==> src/common/cart_consts.svh <==
`ifndef CART_CONSTS_SVH
`define CART_CONSTS_SVH

// Host side byte address and word width
`define CART_ADDR_W 25
`define CART_DATA_W 16

// Cartridge header offsets
`define CART_HDR_REGION_A 25'h1F0
`define CART_HDR_REGION_B 25'h1F2
`define CART_HDR_END      25'h200
`define CART_ID_FIRST     25'h182
`define CART_ID_MATCH     25'h18C
`define CART_ID_W         64

// Product ID table, codes use the cart_pkg quirk names
`define CART_QUIRK_N 13
`define CART_QUIRK_IDS '{"T-081276", "T-81406 ", "MK-1215 ", "G-4060  ", \
	"T-113016", "T-89016 ", "T-574023", "T-574013", "MK-1229 ", "G-7001  ", \
	"T-35036 ", "T-25073 ", "T-68???-"}
`define CART_QUIRK_CODES '{SRAM, SRAM, EEPROM, EEPROM, NORAM, FIFO, PIER, PIER, \
	SVP, SVP, FMBUSY, FMBUSY, SCHAN}

`endif

==> src/common/cart_pkg.sv <==
`default_nettype none

package cart_pkg;

	// Console region, also used as a bit index into the letter flags
	typedef enum logic [1:0] {
		JP = 2'd0,
		US = 2'd1,
		EU = 2'd2
	} region_t;

	// Region priority orders, highest first
	typedef enum logic [1:0] {
		US_EU_JP = 2'd0,
		EU_US_JP = 2'd1,
		US_JP_EU = 2'd2,
		JP_US_EU = 2'd3
	} region_order_t;

	// Per-title compatibility quirk
	typedef enum logic [3:0] {
		NONE   = 4'd0,
		SRAM   = 4'd1,
		EEPROM = 4'd2,
		NORAM  = 4'd3,
		FIFO   = 4'd4,
		PIER   = 4'd5,
		SVP    = 4'd6,
		FMBUSY = 4'd7,
		SCHAN  = 4'd8
	} quirk_t;

	// ROM write handshake
	typedef enum logic [1:0] {
		IDLE    = 2'd0,
		REQ     = 2'd1,
		RELEASE = 2'd2
	} wr_state_t;

endpackage

`default_nettype wire

==> src/hw/load_capture.sv <==
`default_nettype none
`include "cart_consts.svh"

module load_capture (
	input  logic                    clk_sys,
	input  logic                    RESET,
	input  logic                    load_active,
	input  logic                    load_wr,
	input  logic [`CART_ADDR_W-1:0] load_addr,
	input  logic [`CART_DATA_W-1:0] load_data,
	input  logic                    word_done,
	output logic                    word_valid,
	output logic [`CART_ADDR_W-1:0] word_addr,
	output logic [`CART_DATA_W-1:0] word_data,
	output logic                    load_start,
	output logic                    load_end,
	output logic                    load_wait,
	output logic [`CART_ADDR_W-1:0] rom_size
);

	logic active_q;
	logic accept;

	// One word in flight, so nothing is taken while waiting
	assign accept = load_active && load_wr && !load_wait;

	always_ff @(posedge clk_sys) begin
		if (RESET) begin
			active_q   <= 1'b0;
			load_start <= 1'b0;
			load_end   <= 1'b0;
			word_valid <= 1'b0;
			load_wait  <= 1'b0;
			rom_size   <= '0;
		end else begin
			active_q   <= load_active;
			load_start <= load_active && !active_q;
			load_end   <= !load_active && active_q;
			word_valid <= accept;
			if (accept)
				load_wait <= 1'b1;
			else if (word_done)
				load_wait <= 1'b0;
			// word_addr still holds the last accepted address here
			if (load_end)
				rom_size <= word_addr;
		end
	end

	always_ff @(posedge clk_sys) begin
		if (accept) begin
			word_addr <= load_addr;
			word_data <= load_data;
		end
	end

endmodule

`default_nettype wire

==> src/header/region_scan.sv <==
`default_nettype none
`include "cart_consts.svh"

module region_scan (
	input  logic                    clk_sys,
	input  logic                    RESET,
	input  logic                    word_valid,
	input  logic [`CART_ADDR_W-1:0] word_addr,
	input  logic [`CART_DATA_W-1:0] word_data,
	input  logic                    load_start,
	input  cart_pkg::region_order_t region_order,
	output cart_pkg::region_t       region,
	output logic                    region_valid
);

	import cart_pkg::*;

	// Flags indexed by region_t
	logic [2:0] seen;
	logic [2:0] hit;

	function automatic logic [2:0] classify(input logic [7:0] c);
		logic [2:0] mask;
		mask = 3'b000;
		if (c == "J")
			mask[JP] = 1'b1;
		else if (c == "U")
			mask[US] = 1'b1;
		else if (c >= "0" && c <= "Z")
			mask[EU] = 1'b1;
		return mask;
	endfunction

	function automatic region_t resolve(input region_order_t ord, input logic [2:0] flags);
		region_t first;
		region_t second;
		region_t third;
		case (ord)
			EU_US_JP: begin
				first  = EU;
				second = US;
				third  = JP;
			end
			US_JP_EU: begin
				first  = US;
				second = JP;
				third  = EU;
			end
			JP_US_EU: begin
				first  = JP;
				second = US;
				third  = EU;
			end
			default: begin
				first  = US;
				second = EU;
				third  = JP;
			end
		endcase
		// No letters at all falls back to the top of the order
		if (flags[second] && !flags[first])
			return second;
		if (flags[third] && !flags[first] && !flags[second])
			return third;
		return first;
	endfunction

	// Second region word only carries a letter in its low byte
	always_comb begin
		hit = 3'b000;
		if (word_addr == `CART_HDR_REGION_A)
			hit = classify(word_data[7:0]) | classify(word_data[15:8]);
		else if (word_addr == `CART_HDR_REGION_B)
			hit = classify(word_data[7:0]);
	end

	always_ff @(posedge clk_sys) begin
		if (RESET) begin
			seen         <= 3'b000;
			region       <= JP;
			region_valid <= 1'b0;
		end else if (load_start) begin
			seen         <= 3'b000;
			region_valid <= 1'b0;
		end else if (word_valid) begin
			seen <= seen | hit;
			if (word_addr == `CART_HDR_END) begin
				region       <= resolve(region_order, seen);
				region_valid <= 1'b1;
			end
		end
	end

endmodule

`default_nettype wire

==> src/header/quirk_match.sv <==
`default_nettype none
`include "cart_consts.svh"

module quirk_match (
	input  logic                    clk_sys,
	input  logic                    RESET,
	input  logic                    word_valid,
	input  logic [`CART_ADDR_W-1:0] word_addr,
	input  logic [`CART_DATA_W-1:0] word_data,
	input  logic                    load_start,
	output cart_pkg::quirk_t        quirk
);

	import cart_pkg::*;

	localparam logic [`CART_ID_W-1:0] quirk_ids [`CART_QUIRK_N] = `CART_QUIRK_IDS;
	localparam quirk_t quirk_codes [`CART_QUIRK_N] = `CART_QUIRK_CODES;

	logic [`CART_ID_W-1:0] cart_id;

	// IDs in the table are unique, so at most one entry hits
	function automatic quirk_t lookup(input logic [`CART_ID_W-1:0] id);
		quirk_t q;
		q = NONE;
		for (int i = 0; i < `CART_QUIRK_N; i++) begin
			if (id == quirk_ids[i])
				q = quirk_codes[i];
		end
		return q;
	endfunction

	//////////////////////////////////////////////////////////////////////
	// Product ID assembly
	//////////////////////////////////////////////////////////////////////

	// Header words arrive byte swapped, first and last word are half used
	always_ff @(posedge clk_sys) begin
		if (word_valid) begin
			case (word_addr)
				`CART_ID_FIRST:
					cart_id[63:56] <= word_data[15:8];
				`CART_ID_FIRST + 25'h2:
					cart_id[55:40] <= {word_data[7:0], word_data[15:8]};
				`CART_ID_FIRST + 25'h4:
					cart_id[39:24] <= {word_data[7:0], word_data[15:8]};
				`CART_ID_FIRST + 25'h6:
					cart_id[23:8] <= {word_data[7:0], word_data[15:8]};
				`CART_ID_FIRST + 25'h8:
					cart_id[7:0] <= word_data[7:0];
				default: ;
			endcase
		end
	end

	//////////////////////////////////////////////////////////////////////
	// Table lookup
	//////////////////////////////////////////////////////////////////////

	always_ff @(posedge clk_sys) begin
		if (RESET || load_start)
			quirk <= NONE;
		else if (word_valid && word_addr == `CART_ID_MATCH)
			quirk <= lookup(cart_id);
	end

endmodule

`default_nettype wire

==> src/hw/rom_write_port.sv <==
`default_nettype none
`include "cart_consts.svh"

module rom_write_port (
	input  logic                    clk_sys,
	input  logic                    RESET,
	input  logic                    word_valid,
	input  logic [`CART_ADDR_W-1:0] word_addr,
	input  logic [`CART_DATA_W-1:0] word_data,
	input  logic                    mem_ack,
	output logic                    mem_req,
	output logic [`CART_ADDR_W-2:0] mem_addr,
	output logic [`CART_DATA_W-1:0] mem_data,
	output logic                    word_done
);

	import cart_pkg::*;

	wr_state_t state;

	// Four-phase handshake, done only after ack has dropped
	always_ff @(posedge clk_sys) begin
		if (RESET) begin
			state     <= IDLE;
			word_done <= 1'b0;
		end else begin
			word_done <= 1'b0;
			case (state)
				IDLE:
					if (word_valid)
						state <= REQ;
				REQ:
					if (mem_ack)
						state <= RELEASE;
				RELEASE:
					if (!mem_ack) begin
						state     <= IDLE;
						word_done <= 1'b1;
					end
				default:
					state <= IDLE;
			endcase
		end
	end

	// Word address and swapped bytes for the memory
	always_ff @(posedge clk_sys) begin
		if (state == IDLE && word_valid) begin
			mem_addr <= word_addr[`CART_ADDR_W-1:1];
			mem_data <= {word_data[7:0], word_data[15:8]};
		end
	end

	assign mem_req = (state == REQ);

endmodule

`default_nettype wire

==> src/hw/cart_loader.sv <==
`default_nettype none
`include "cart_consts.svh"

module cart_loader (
	input  logic                        clk_sys,
	input  logic                        RESET,
	input  logic                        load_active,
	input  logic                        load_wr,
	input  logic [`CART_ADDR_W-1:0]     load_addr,
	input  logic [`CART_DATA_W-1:0]     load_data,
	input  cart_pkg::region_order_t     region_order,
	input  logic                        mem_ack,
	output logic                        load_wait,
	output logic                        mem_req,
	output logic [`CART_ADDR_W-2:0]     mem_addr,
	output logic [`CART_DATA_W-1:0]     mem_data,
	output logic [`CART_ADDR_W-1:0]     rom_size,
	output cart_pkg::region_t           region,
	output logic                        region_valid,
	output cart_pkg::quirk_t            quirk
);

	logic                    word_valid;
	logic [`CART_ADDR_W-1:0] word_addr;
	logic [`CART_DATA_W-1:0] word_data;
	logic                    word_done;
	logic                    load_start;

	//////////////////////////////////////////////////////////////////////
	// Host side
	//////////////////////////////////////////////////////////////////////

	load_capture u_capture (
		.clk_sys     (clk_sys),
		.RESET       (RESET),
		.load_active (load_active),
		.load_wr     (load_wr),
		.load_addr   (load_addr),
		.load_data   (load_data),
		.word_done   (word_done),
		.word_valid  (word_valid),
		.word_addr   (word_addr),
		.word_data   (word_data),
		.load_start  (load_start),
		.load_end    (),
		.load_wait   (load_wait),
		.rom_size    (rom_size)
	);

	//////////////////////////////////////////////////////////////////////
	// Header snooping
	//////////////////////////////////////////////////////////////////////

	region_scan u_region (
		.clk_sys      (clk_sys),
		.RESET        (RESET),
		.word_valid   (word_valid),
		.word_addr    (word_addr),
		.word_data    (word_data),
		.load_start   (load_start),
		.region_order (region_order),
		.region       (region),
		.region_valid (region_valid)
	);

	quirk_match u_quirk (
		.clk_sys    (clk_sys),
		.RESET      (RESET),
		.word_valid (word_valid),
		.word_addr  (word_addr),
		.word_data  (word_data),
		.load_start (load_start),
		.quirk      (quirk)
	);

	//////////////////////////////////////////////////////////////////////
	// ROM memory side
	//////////////////////////////////////////////////////////////////////

	rom_write_port u_write (
		.clk_sys    (clk_sys),
		.RESET      (RESET),
		.word_valid (word_valid),
		.word_addr  (word_addr),
		.word_data  (word_data),
		.mem_ack    (mem_ack),
		.mem_req    (mem_req),
		.mem_addr   (mem_addr),
		.mem_data   (mem_data),
		.word_done  (word_done)
	);

endmodule

`default_nettype wire

==> config.mk <==
export PLATFORM = sky130hd
export DESIGN_NAME = cart_loader
export DESIGN_NICKNAME = d
export VERILOG_FILES = /design/src/common/cart_pkg.sv /design/src/hw/load_capture.sv /design/src/header/region_scan.sv /design/src/header/quirk_match.sv /design/src/hw/rom_write_port.sv /design/src/hw/cart_loader.sv
export VERILOG_INCLUDE_DIRS = /design/src /design/src/common
export SDC_FILE = /design/constraint.sdc
export NUM_CORES = 1
export LEC_CHECK = 0
export BUFFER_PORTS_ARGS = -buffer_cell sky130_fd_sc_hd__buf_2
export CORE_MARGIN = 5
export CORE_UTILIZATION = 55
export CTS_CLUSTER_DIAMETER = 50
export DETAILED_ROUTE_END_ITERATION = 8
export MAX_ROUTING_LAYER = met4
export PLACE_DENSITY = 0.77
export SETUP_SLACK_MARGIN = 0.5
export SLEW_MARGIN = 20
export SYNTH_ARGS = -nofsm -noshare
export SYNTH_HDL_FRONTEND = slang
export SYNTH_SLANG_ARGS = --single-unit
==> constraint.sdc <==
create_clock -name clk_sys -period 9.9 [get_ports clk_sys]
set_input_delay 0.99 -clock clk_sys [delete_from_list [all_inputs] [get_ports clk_sys]]
set_output_delay 0.99 -clock clk_sys [all_outputs]
set_load 0.01 [all_outputs]
==> results.json, run 1 <==
{
  "status": "finished, final reports clean",
  "antenna_left": 0,
  "syn_inst": 484,
  "start_util_pct": 56.2,
  "min_path_cells": 1,
  "rsz0062_at_grt": "false",
  "synth_edf_count": 145,
  "path_clk_slew_ps": 60,
  "postCtsSetupBuffers": 0,
  "drv_cap": 0,
  "r2r-start": "u_capture.word_addr[11]",
  "p_int_mw": 1.27,
  "cts_tree": "yes",
  "drt_iter0_markers": 405,
  "vias_per_cell": 5.76,
  "grt_pass1_wl_mm": 24.6,
  "yosysWarnings": 0,
  "powerDensity_nw_per_um2": 186,
  "cts_buffers": 17,
  "cp_max_fo": 16,
  "track_usage_pct": 22.6,
  "syn_nets": 532,
  "cts_max_level": 4,
  "drt_pass1_iterations": 5,
  "min_path_type": "register to register",
  "r2r_slack_ps": 7190,
  "vias": 4619,
  "clk_latency_ps": 420,
  "drc": 0,
  "clockRootBuffer": "clkbuf_16",
  "overflow": 0,
  "fp.dieH_um": 124,
  "fmax_mhz": 369,
  "hold_viol_final": 0,
  "antenna_found_initial": 0,
  "ys_ff_latch": 188,
  "reg2reg_to": "u_quirk.cart_id[24]",
  "worstPathRequired_ps": 9940,
  "core_area_um2": 12600,
  "ys_seq_area_share_pct": 73.6,
  "place.port_buffers": 121,
  "cp.arrival_ps": 2750,
  "slew_headroom_pct": 32.3,
  "p_switching_mw": 0.312,
  "syn_area_um2": 7090,
  "diodes": 0,
  "p_sw_share_pct": 19.8,
  "final_core_utilization_pct": 67.3,
  "synthArstFlopShare_pct": 0,
  "dp.cells": 770,
  "finalCriticalPeriod_ps": 2710,
  "first_global_vias": 4747,
  "clockBufferDepth": 2,
  "stdcell_count": 802,
  "die_w_um": 124,
  "drive_above_1_share_pct": 26.2,
  "pwr-share-comb_pct": 2.8,
  "end_kind": "register",
  "ioPinCount": 122,
  "wl_per_cell_um": 19.9,
  "final_net_count": 665,
  "hp-start": "u_capture.active_q",
  "period_share_pct": 27.4,
  "ctsHoldBuffers": 0,
  "syn_area_per_cell_um2": 14.6,
  "wirelength_mm": 16.0,
  "post_cts_resized": 0,
  "reg2reg_depth": 5,
  "row_count": 41,
  "fin_worst_skew_ps": 10.7,
  "place_hpwl_mm": 11.4,
  "sequentialPowerShare_pct": 55.9,
  "syn_to_final_growth_pct": 19.8,
  "worstSetupStartpointType": "register",
  "drv_slew": 0,
  "synth_flop_cell": "edfxtp_1",
  "die-area_um2": 15300,
  "ys_types": 52,
  "worst-setup-path-type": "register to register",
  "fin_setup_tns_ps": 0,
  "leakage_nw": 2.95,
  "pwr-share-clk_pct": 41.3,
  "gp_congestion": 0.928,
  "vdd_drop_max_v": 0.000136,
  "tightest_slew_ps": 1010,
  "grt_max_degree": 42,
  "setup_viol": 0,
  "cts.sinks": 188,
  "hold_path_end": "u_capture.load_start"
}
==> cells in the mapped netlist (2+ instances only) <==
library cell,n,share of area [%]
a211oi_1,2,0.21
a21oi_1,11,0.78
and2_1,2,0.18
and3_1,3,0.26
and3b_1,2,0.25
and4_1,2,0.25
and4b_1,4,0.56
buf_2,2,0.14
clkbuf_1,6,0.32
dfxtp_1,43,12
edfxtp_1,145,61
inv_1,5,0.26
mux2i_1,27,3.8
nand2_1,24,1.3
nand2b_1,3,0.26
nand3_1,14,0.99
nand3b_1,5,0.53
nand4_1,14,1.2
nand4b_1,4,0.49
nand4bb_1,2,0.32
nor2_1,44,2.3
nor2b_1,12,1.1
nor3_1,25,1.8
nor3b_1,9,0.95
nor4_1,16,1.4
nor4b_1,5,0.62
nor4bb_1,8,1.1
o21ai_0,9,0.64
o21ai_1,2,0.14
or3_1,4,0.35
or4_1,6,0.64
or4b_1,3,0.42
xnor2_1,2,0.25
==> placed cells by master, fill, tap and decap left out, types with 3 or more instances in the layout <==
cell,Yosys,layout
a21oi_1,11,11
nand4_1,14,14
nand3_1,14,14
mux2i_1,27,27
or4b_1,3,3
inv_1,5,5
and3_1,3,3
clkbuf_1,6,3
or4_1,6,6
clkbuf_8,0,3
clkbuf_16,0,18
o21ai_0,9,9
nor4b_1,5,5
nor4bb_1,8,8
clkinvlp_4,0,4
nand3b_1,5,5
buf_2,2,121
nor3_1,25,24
nor4_1,16,16
nand2_1,24,24
edfxtp_1,145,145
and4b_1,4,4
nor2_2,0,3
nor3b_1,9,8
or3_1,4,4
nand2b_1,3,3
nor2_1,44,41
nand4b_1,4,4
nor2b_1,12,12
dfxtp_1,43,43
==> flip-flops by register name, summed over array words and instances, names as in the netlist <==
signal / flops
u_write.mem_data: 16
u_capture.rom_size: 25
u_capture.word_data: 16
u_capture.load_wait: 1
u_capture.load_start: 1
u_capture.word_valid: 1
u_quirk.quirk: 4
u_capture.word_addr: 25
u_capture.active_q: 1
u_region.seen: 3
u_quirk.cart_id: 64
u_write.mem_addr: 24
u_capture.load_end: 1
u_write.state: 2
u_region.region: 2
u_region.region_valid: 1
u_write.word_done: 1
==> critical path: stages, from the launching register on <==
cell      delay [ps]
edfxtp_1         430
nor4_1           540
and3_1           270
and2_1           190
nand4b_1         200
nor2_2           690
==> worst max path at each step <==
stage | slack [ps] | depth (start not counted) | from | end
after floorplan | 6050 | 1 | u_write.state[0] | u_write.mem_addr[0]
after global placement | 7070 | 5 | u_capture.word_addr[10] | u_quirk.cart_id[38]
after detailed placement | 6910 | 5 | u_capture.word_addr[11] | u_quirk.cart_id[25]
after CTS | 6830 | 5 | u_capture.word_addr[11] | u_quirk.cart_id[24]
after global routing | 7010 | 5 | u_capture.word_addr[11] | u_quirk.cart_id[24]
final | 7190 | 5 | u_capture.word_addr[11] | u_quirk.cart_id[24]
==> per-stage QoR <==
step / setup WS, ps / hold slack, ps / cell area (um^2) / power [mW]
after global placement: 7070 / 396 / 7890 / 0.941
after detailed placement: 6910 / 404 / 7890 / 0.944
after global routing: 7010 / 425 / 8490 / 1.63
final: 7190 / 411 / 8490 / 1.58
after CTS: 6830 / 416 / 8480 / 1.59
after floorplan: 6050 / 383 / 7090 / 0.915
==> power by group through the flow <==
stage	clock network [mW]	logic (mW)	registers [mW]
2_1_floorplan	0	0.0187	0.897
3_3_place_gp	0	0.0430	0.898
3_5_place_dp	0	0.0445	0.900
4_1_cts	0.663	0.0448	0.883
5_1_grt	0.696	0.0489	0.884
6_report	0.652	0.0443	0.883
==> logic make-up after synthesis <==
kind of cell / after synthesis / synth area share (%)
AOI/OAI and AO/OA: 33 / 2.84
xor gates and xnor gates: 2 / 0.247
buffers and inverters: 14 / 0.777
muxes: 28 / 3.97
DFF: 188 / 73.6
and+or+nand+nor: 219 / 18.6
==> final cells by class <==
type / instances / area [um^2]
Clock buffer: 24 / 503
Clock inverter: 8 / 82.6
Fill cell: 919 / 4130
Inverter: 5 / 18.8
Multi-Input combinational cell: 282 / 1840
Sequential cell: 188 / 5220
Tap cell: 172 / 215
Timing Repair Buffer: 123 / 621
==> metal layers <==
metal	part of all wire, %	routed length [um]	up-vias	global-route usage (%)
met4	2.4	376	0	8.17
met3	7.9	1260	43	6.18
met2	50	8060	218	37.4
met1	39	6280	2200	26.7
li1	-	-	2158	-
met5	0	0	-	-
(Power assumes the default switching activity.)
==> inputs of run 2 (changes only) <==
- CORE_UTILIZATION: 55 -> 50
- PLACE_DENSITY: 0.77 -> 0.74
- clock period: 9.9 -> 2.25 ns (I/O delays scaled with it)
==> results.json, run 2 (same netlist as run 1, synthesis figures left out) <==
{
  "grt_max_degree": 42,
  "core_area_um2": 13900,
  "r2r-start": "u_capture.word_addr[23]",
  "hold_viol_final": 0,
  "fp.dieH_um": 129,
  "first_global_vias": 5460,
  "max_stage_delay_ps": 430,
  "slew_headroom_pct": 53.7,
  "path_clk_slew_ps": 70,
  "crit_family": "simple AND/OR/NAND/NOR gates",
  "drv_cap": 0,
  "wl_met3_mm": 1.25,
  "cp.arrival_ps": 2550,
  "track_usage_pct": 24.0,
  "vias": 5153,
  "place.port_buffers": 121,
  "worst-setup-path-type": "register to register",
  "reg_top3": "u_quirk.cart_id x64, u_capture.rom_size x25, u_capture.word_addr x25",
  "rsz0062_at_grt": "true",
  "grt_pass1_wl_mm": 29.2,
  "clockBufferDepth": 2,
  "min_path_type": "primary input to register",
  "row_count": 43,
  "worstSetupStartpointType": "register",
  "drt_iter0_markers": 358,
  "die_w_um": 129,
  "clk_latency_ps": 430,
  "crit_path_frequent_cell": "or3_4",
  "drv_slew": 0,
  "cts_max_level": 4,
  "gp_congestion": 0.943,
  "setup_viol": 0,
  "wl_met2_mm": 10.1,
  "routed.top_layer": "met4",
  "final_common_cell": "edfxtp_1",
  "antenna_found_initial": 0,
  "powerDensity_nw_per_um2": 723,
  "fin_setup_tns_ps": 0,
  "clockRootBuffer": "clkbuf_16",
  "final_net_count": 767,
  "cp_cell_sequence": "or3_4, or3_4, nor4_4, buf_4, o41a_1, o21ai_1, a21oi_1",
  "antenna_left": 0,
  "overflow": 0,
  "wl_per_cell_um": 20.7,
  "start_util_pct": 51.1,
  "cts_buffers": 17,
  "total_power_mw": 6.98,
  "drt_pass1_iterations": 5,
  "drive_above_1_share_pct": 34.0,
  "hp-start": "load_wr",
  "final_cell_mix": "edfxtp_1, buf_2, buf_4",
  "crit_path_top_delay_cell": "edfxtp_1",
  "cp_max_fo": 5,
  "tightest_slew_ps": 695,
  "wirelength_mm": 18.9,
  "worstPathRequired_ps": 2610,
  "wl_met1_mm": 6.87,
  "status": "finished, final reports clean",
  "end_kind": "register",
  "vdd_drop_max_v": 0.000613,
  "syn_to_final_growth_pct": 36.2,
  "critPathLaunch": "u_capture.word_addr[23]",
  "largest_register_ffs": 64,
  "ioPinCount": 122,
  "die-area_um2": 16700,
  "crit_buf_inv": 1,
  "cts_tree": "yes",
  "leakage_nw": 3.49,
  "diodes": 0,
  "fmax_mhz": 456,
  "fin_worst_skew_ps": 12.4,
  "cts.sinks": 188,
  "finalCriticalPeriod_ps": 2190,
  "drc": 0,
  "vias_per_cell": 5.65,
  "regMostFlops": "u_quirk.cart_id",
  "place_hpwl_mm": 12.3,
  "period_share_pct": 97.4
}
-- run 2: cell count changes in the layout (fill, tap and decap cells not counted), sizes merged --
| cell | before | now |
|---|---|---|
| dlygate4sd3 | 0 | 43 |
| clkinv | 3 | 1 |
| bufinv | 1 | 0 |
| buf | 123 | 182 |
| clkbuf | 24 | 20 |
| inv | 5 | 12 |
-- run 2: power by group --
group          switching [mW]  total, mW  internal (mW)
sequential             0.0671       3.88           3.81
combinational           0.150      0.300          0.149
clock                    1.33       2.80           1.48
-- run 2: per-layer routing --
| layer | global-route usage, % | up-vias |
|---|---|---|
| li1 | - | 2364 |
| met1 | 26.0 | 2524 |
| met2 | 42.0 | 221 |
| met3 | 5.44 | 44 |
| met4 | 10.7 | 0 |
| met5 | - | - |
-- run 2: what timing repair did --
item,in CTS,in global routing
pin swaps,10,15
endpoints found under the setup margin,73,73
cloned,1,0
hold buffers,43,0
gates resized for setup,25,12
buffers inserted,10,6
hold endpoints to repair,43,0
-- run 2: final cells by class --
| type | instances | area, um^2 |
|---|---|---|
| tap | 180 | 225 |
| multi-input combinational | 282 | 2060 |
| clock inverter | 12 | 103 |
| sequential | 188 | 5220 |
| timing repair buffer | 225 | 1590 |
| inverter | 5 | 18.8 |
| clock buffer | 20 | 447 |
| fill | 890 | 4230 |
-- run 2: path summary, 6_finish.rpt --
check	end	slack (ps)	cells past startpoint
max	u_quirk.quirk[1]	60	7
min	u_capture.word_valid	100	2
max reg2reg	u_quirk.quirk[1]	60	7
min reg2reg	u_capture.load_start	430	1
-- run 2: worst register-to-register path: stages (launching register included) --
cell and delay (ps):
edfxtp_1 430, or3_4 420, or3_4 350, nor4_4 250, buf_4 190, o41a_1 240, o21ai_1 80, a21oi_1 160
-- run 2: through the flow --
| stage | cell area [um^2] | util (%) | worst slack, ps | std cells | hold slack, ps |
|---|---|---|---|---|---|
| floorplan | 7170 | - | 263 | 484 | 301 |
| global placement | 8350 | 60.1 | -21.8 | 820 | 389 |
| detailed placement | 8350 | 60.1 | -104 | 820 | 403 |
| CTS | 9570 | 68.9 | 101 | 906 | 73.5 |
| global route | 9660 | 69.6 | -63.0 | 912 | 111 |
| finish | 9660 | 69.6 | 58.8 | 912 | 104 |
==> inputs of run 3 (changes only) <==
==> constraint.sdc (replaced) <==
create_clock -name clk_sys -period 2.25 [get_ports clk_sys]
set_input_delay 0.675 -clock clk_sys [delete_from_list [all_inputs] [get_ports clk_sys]]
set_output_delay 0.675 -clock clk_sys [all_outputs]
set_load 0.01 [all_outputs]
==> results.json, run 3 (same netlist as run 1, synthesis figures left out) <==
{
  "status": "finished, final reports clean",
  "tightest_slew_ps": 627,
  "dp.cells": 805,
  "hold_viol_final": 0,
  "die_w_um": 129,
  "sequentialPowerShare_pct": 54.0,
  "final_core_utilization_pct": 67.9,
  "powerDensity_nw_per_um2": 761,
  "final_design_area_no_fill_um2": 9430,
  "antenna_left": 0,
  "path_clk_slew_ps": 70,
  "period_share_pct": 96.0,
  "drive_above_1_share_pct": 38.1,
  "antenna_found_initial": 0,
  "ctsHoldBuffers": 0,
  "worst-setup-path-type": "register to register",
  "die-area_um2": 16700,
  "drt_pass1_iterations": 6,
  "start_util_pct": 51.1,
  "ff_latch_area_um2": 5220,
  "setup_viol": 0,
  "vdd_drop_max_v": 0.000488,
  "cts_buffers": 17,
  "syn_to_final_growth_pct": 33.0,
  "track_usage_pct": 22.5,
  "nFillCells": 959,
  "cts_max_level": 4,
  "slew_headroom_pct": 58.1,
  "reg_top3": "u_quirk.cart_id x64, u_capture.rom_size x25, u_capture.word_addr x25",
  "pwr-share-comb_pct": 3.4,
  "place.port_buffers": 121,
  "worstPathRequired_ps": 2600,
  "fin_worst_skew_ps": 10.2,
  "grt_max_degree": 42,
  "drv_slew": 0,
  "regMostFlops": "u_quirk.cart_id",
  "setup_ws_ps": 89.3,
  "stdcell_count": 870,
  "cp_max_fo": 5,
  "multi_input_area_um2": 2140,
  "clockBufferDepth": 2,
  "p_switching_mw": 1.46,
  "rsz0062_at_grt": "true",
  "ioPinCount": 122,
  "final_net_count": 725,
  "row_count": 43,
  "fp.dieH_um": 129,
  "pwr-share-clk_pct": 42.6,
  "drc": 0,
  "diodes": 0,
  "drt_iter0_markers": 368,
  "overflow": 0,
  "p_int_mw": 5.71,
  "min_path_type": "register to register",
  "gp_congestion": 0.944,
  "pre_cts_slack_ps": -104,
  "first_global_vias": 5189,
  "clk_latency_ps": 420,
  "place_area_um2": 8280,
  "wl_per_cell_um": 20.2,
  "grt_pass1_wl_mm": 27.6,
  "p_sw_share_pct": 20.4,
  "worstSetupStartpointType": "register",
  "largest_register_ffs": 64,
  "clockRootBuffer": "clkbuf_16",
  "cts_tree": "yes",
  "final_cell_mix": "edfxtp_1, buf_2, buf_4",
  "end_kind": "register",
  "final_common_cell": "edfxtp_1",
  "total_power_mw": 7.17,
  "wirelength_mm": 17.6,
  "vias": 4996,
  "fmax_mhz": 463,
  "cp.arrival_ps": 2510,
  "finalCriticalPeriod_ps": 2160,
  "leakage_nw": 3.39,
  "core_area_um2": 13900,
  "vias_per_cell": 5.74,
  "place_hpwl_mm": 11.7,
  "cts.sinks": 188,
  "drv_cap": 0
}
-- run 3: cell count changes in the layout (fill, tap and decap cells not counted), moves of 3 or more --
| cell | change |
|---|---|
| clkinvlp_4 | -3 |
| nor4_4 | +3 |
| dlygate4sd3_1 | -43 |
| bufinv_16 | +3 |
| nor4_1 | -4 |
| clkinv_2 | +4 |
-- run 3: per-stage QoR --
stage / TNS, ps / hold slack [ps]
after floorplan: 0 / 383
final: 0 / 412
after global placement: -38.2 / 399
after global routing: -5.66 / 403
after detailed placement: -1270 / 403
after CTS: 0 / 406
-- run 3: worst max-delay path, stage by stage (launching register included) --
cell and delay [ps]:
edfxtp_1 400, or3_4 450, or3_4 360, nor4_4 150, buf_4 210, o41a_1 260
o21ai_1 100, a21oi_1 150
-- run 3: area by class of cell --
class	count	share of cell area (%)
clock buffers	19	4.70
clock inverters	13	1.74
inverters	5	0.199
multi-input cells	282	22.7
flip-flops and latches	188	55.4
well taps	180	2.39
repair buffers	183	12.8
-- run 3: path summary, 6_finish.rpt --
check | from | endpoint | slack [ps] | cells past startpoint
setup / recovery | u_capture.word_addr[22] | u_quirk.quirk[1] | 90 | 7
hold / removal | u_capture.active_q | u_capture.load_start | 410 | 1
setup reg to reg | u_capture.word_addr[22] | u_quirk.quirk[1] | 90 | 7
hold reg to reg | u_capture.active_q | u_capture.load_start | 410 | 1
-- run 3: power groups by stage --
stage               clock network [mW]  logic [mW]  registers [mW]
finish                            3.05       0.242            3.88
global route                      3.24       0.263            3.88
CTS                               3.07       0.233            3.87
detailed placement                   0       0.219            3.95
global placement                     0       0.214            3.95
floorplan                            0      0.0863            3.95
-- run 3: what timing repair did --
item                                    4_1_cts  5_1_grt
setup buffers                                18       13
endpoints found under the setup margin       74       74
resized for setup                            34       16
cloned                                        2        0
pin swaps                                    13       16
-- run 3: routing by layer --
layer	share of wire, %	global-route usage [%]	routed length, um	up-vias
met5	0	-	0	-
met4	3.6	10.6	630	0
met3	6.7	5.94	1180	47
met2	51	37.0	9060	227
met1	38	25.8	6730	2441
li1	-	-	-	2281
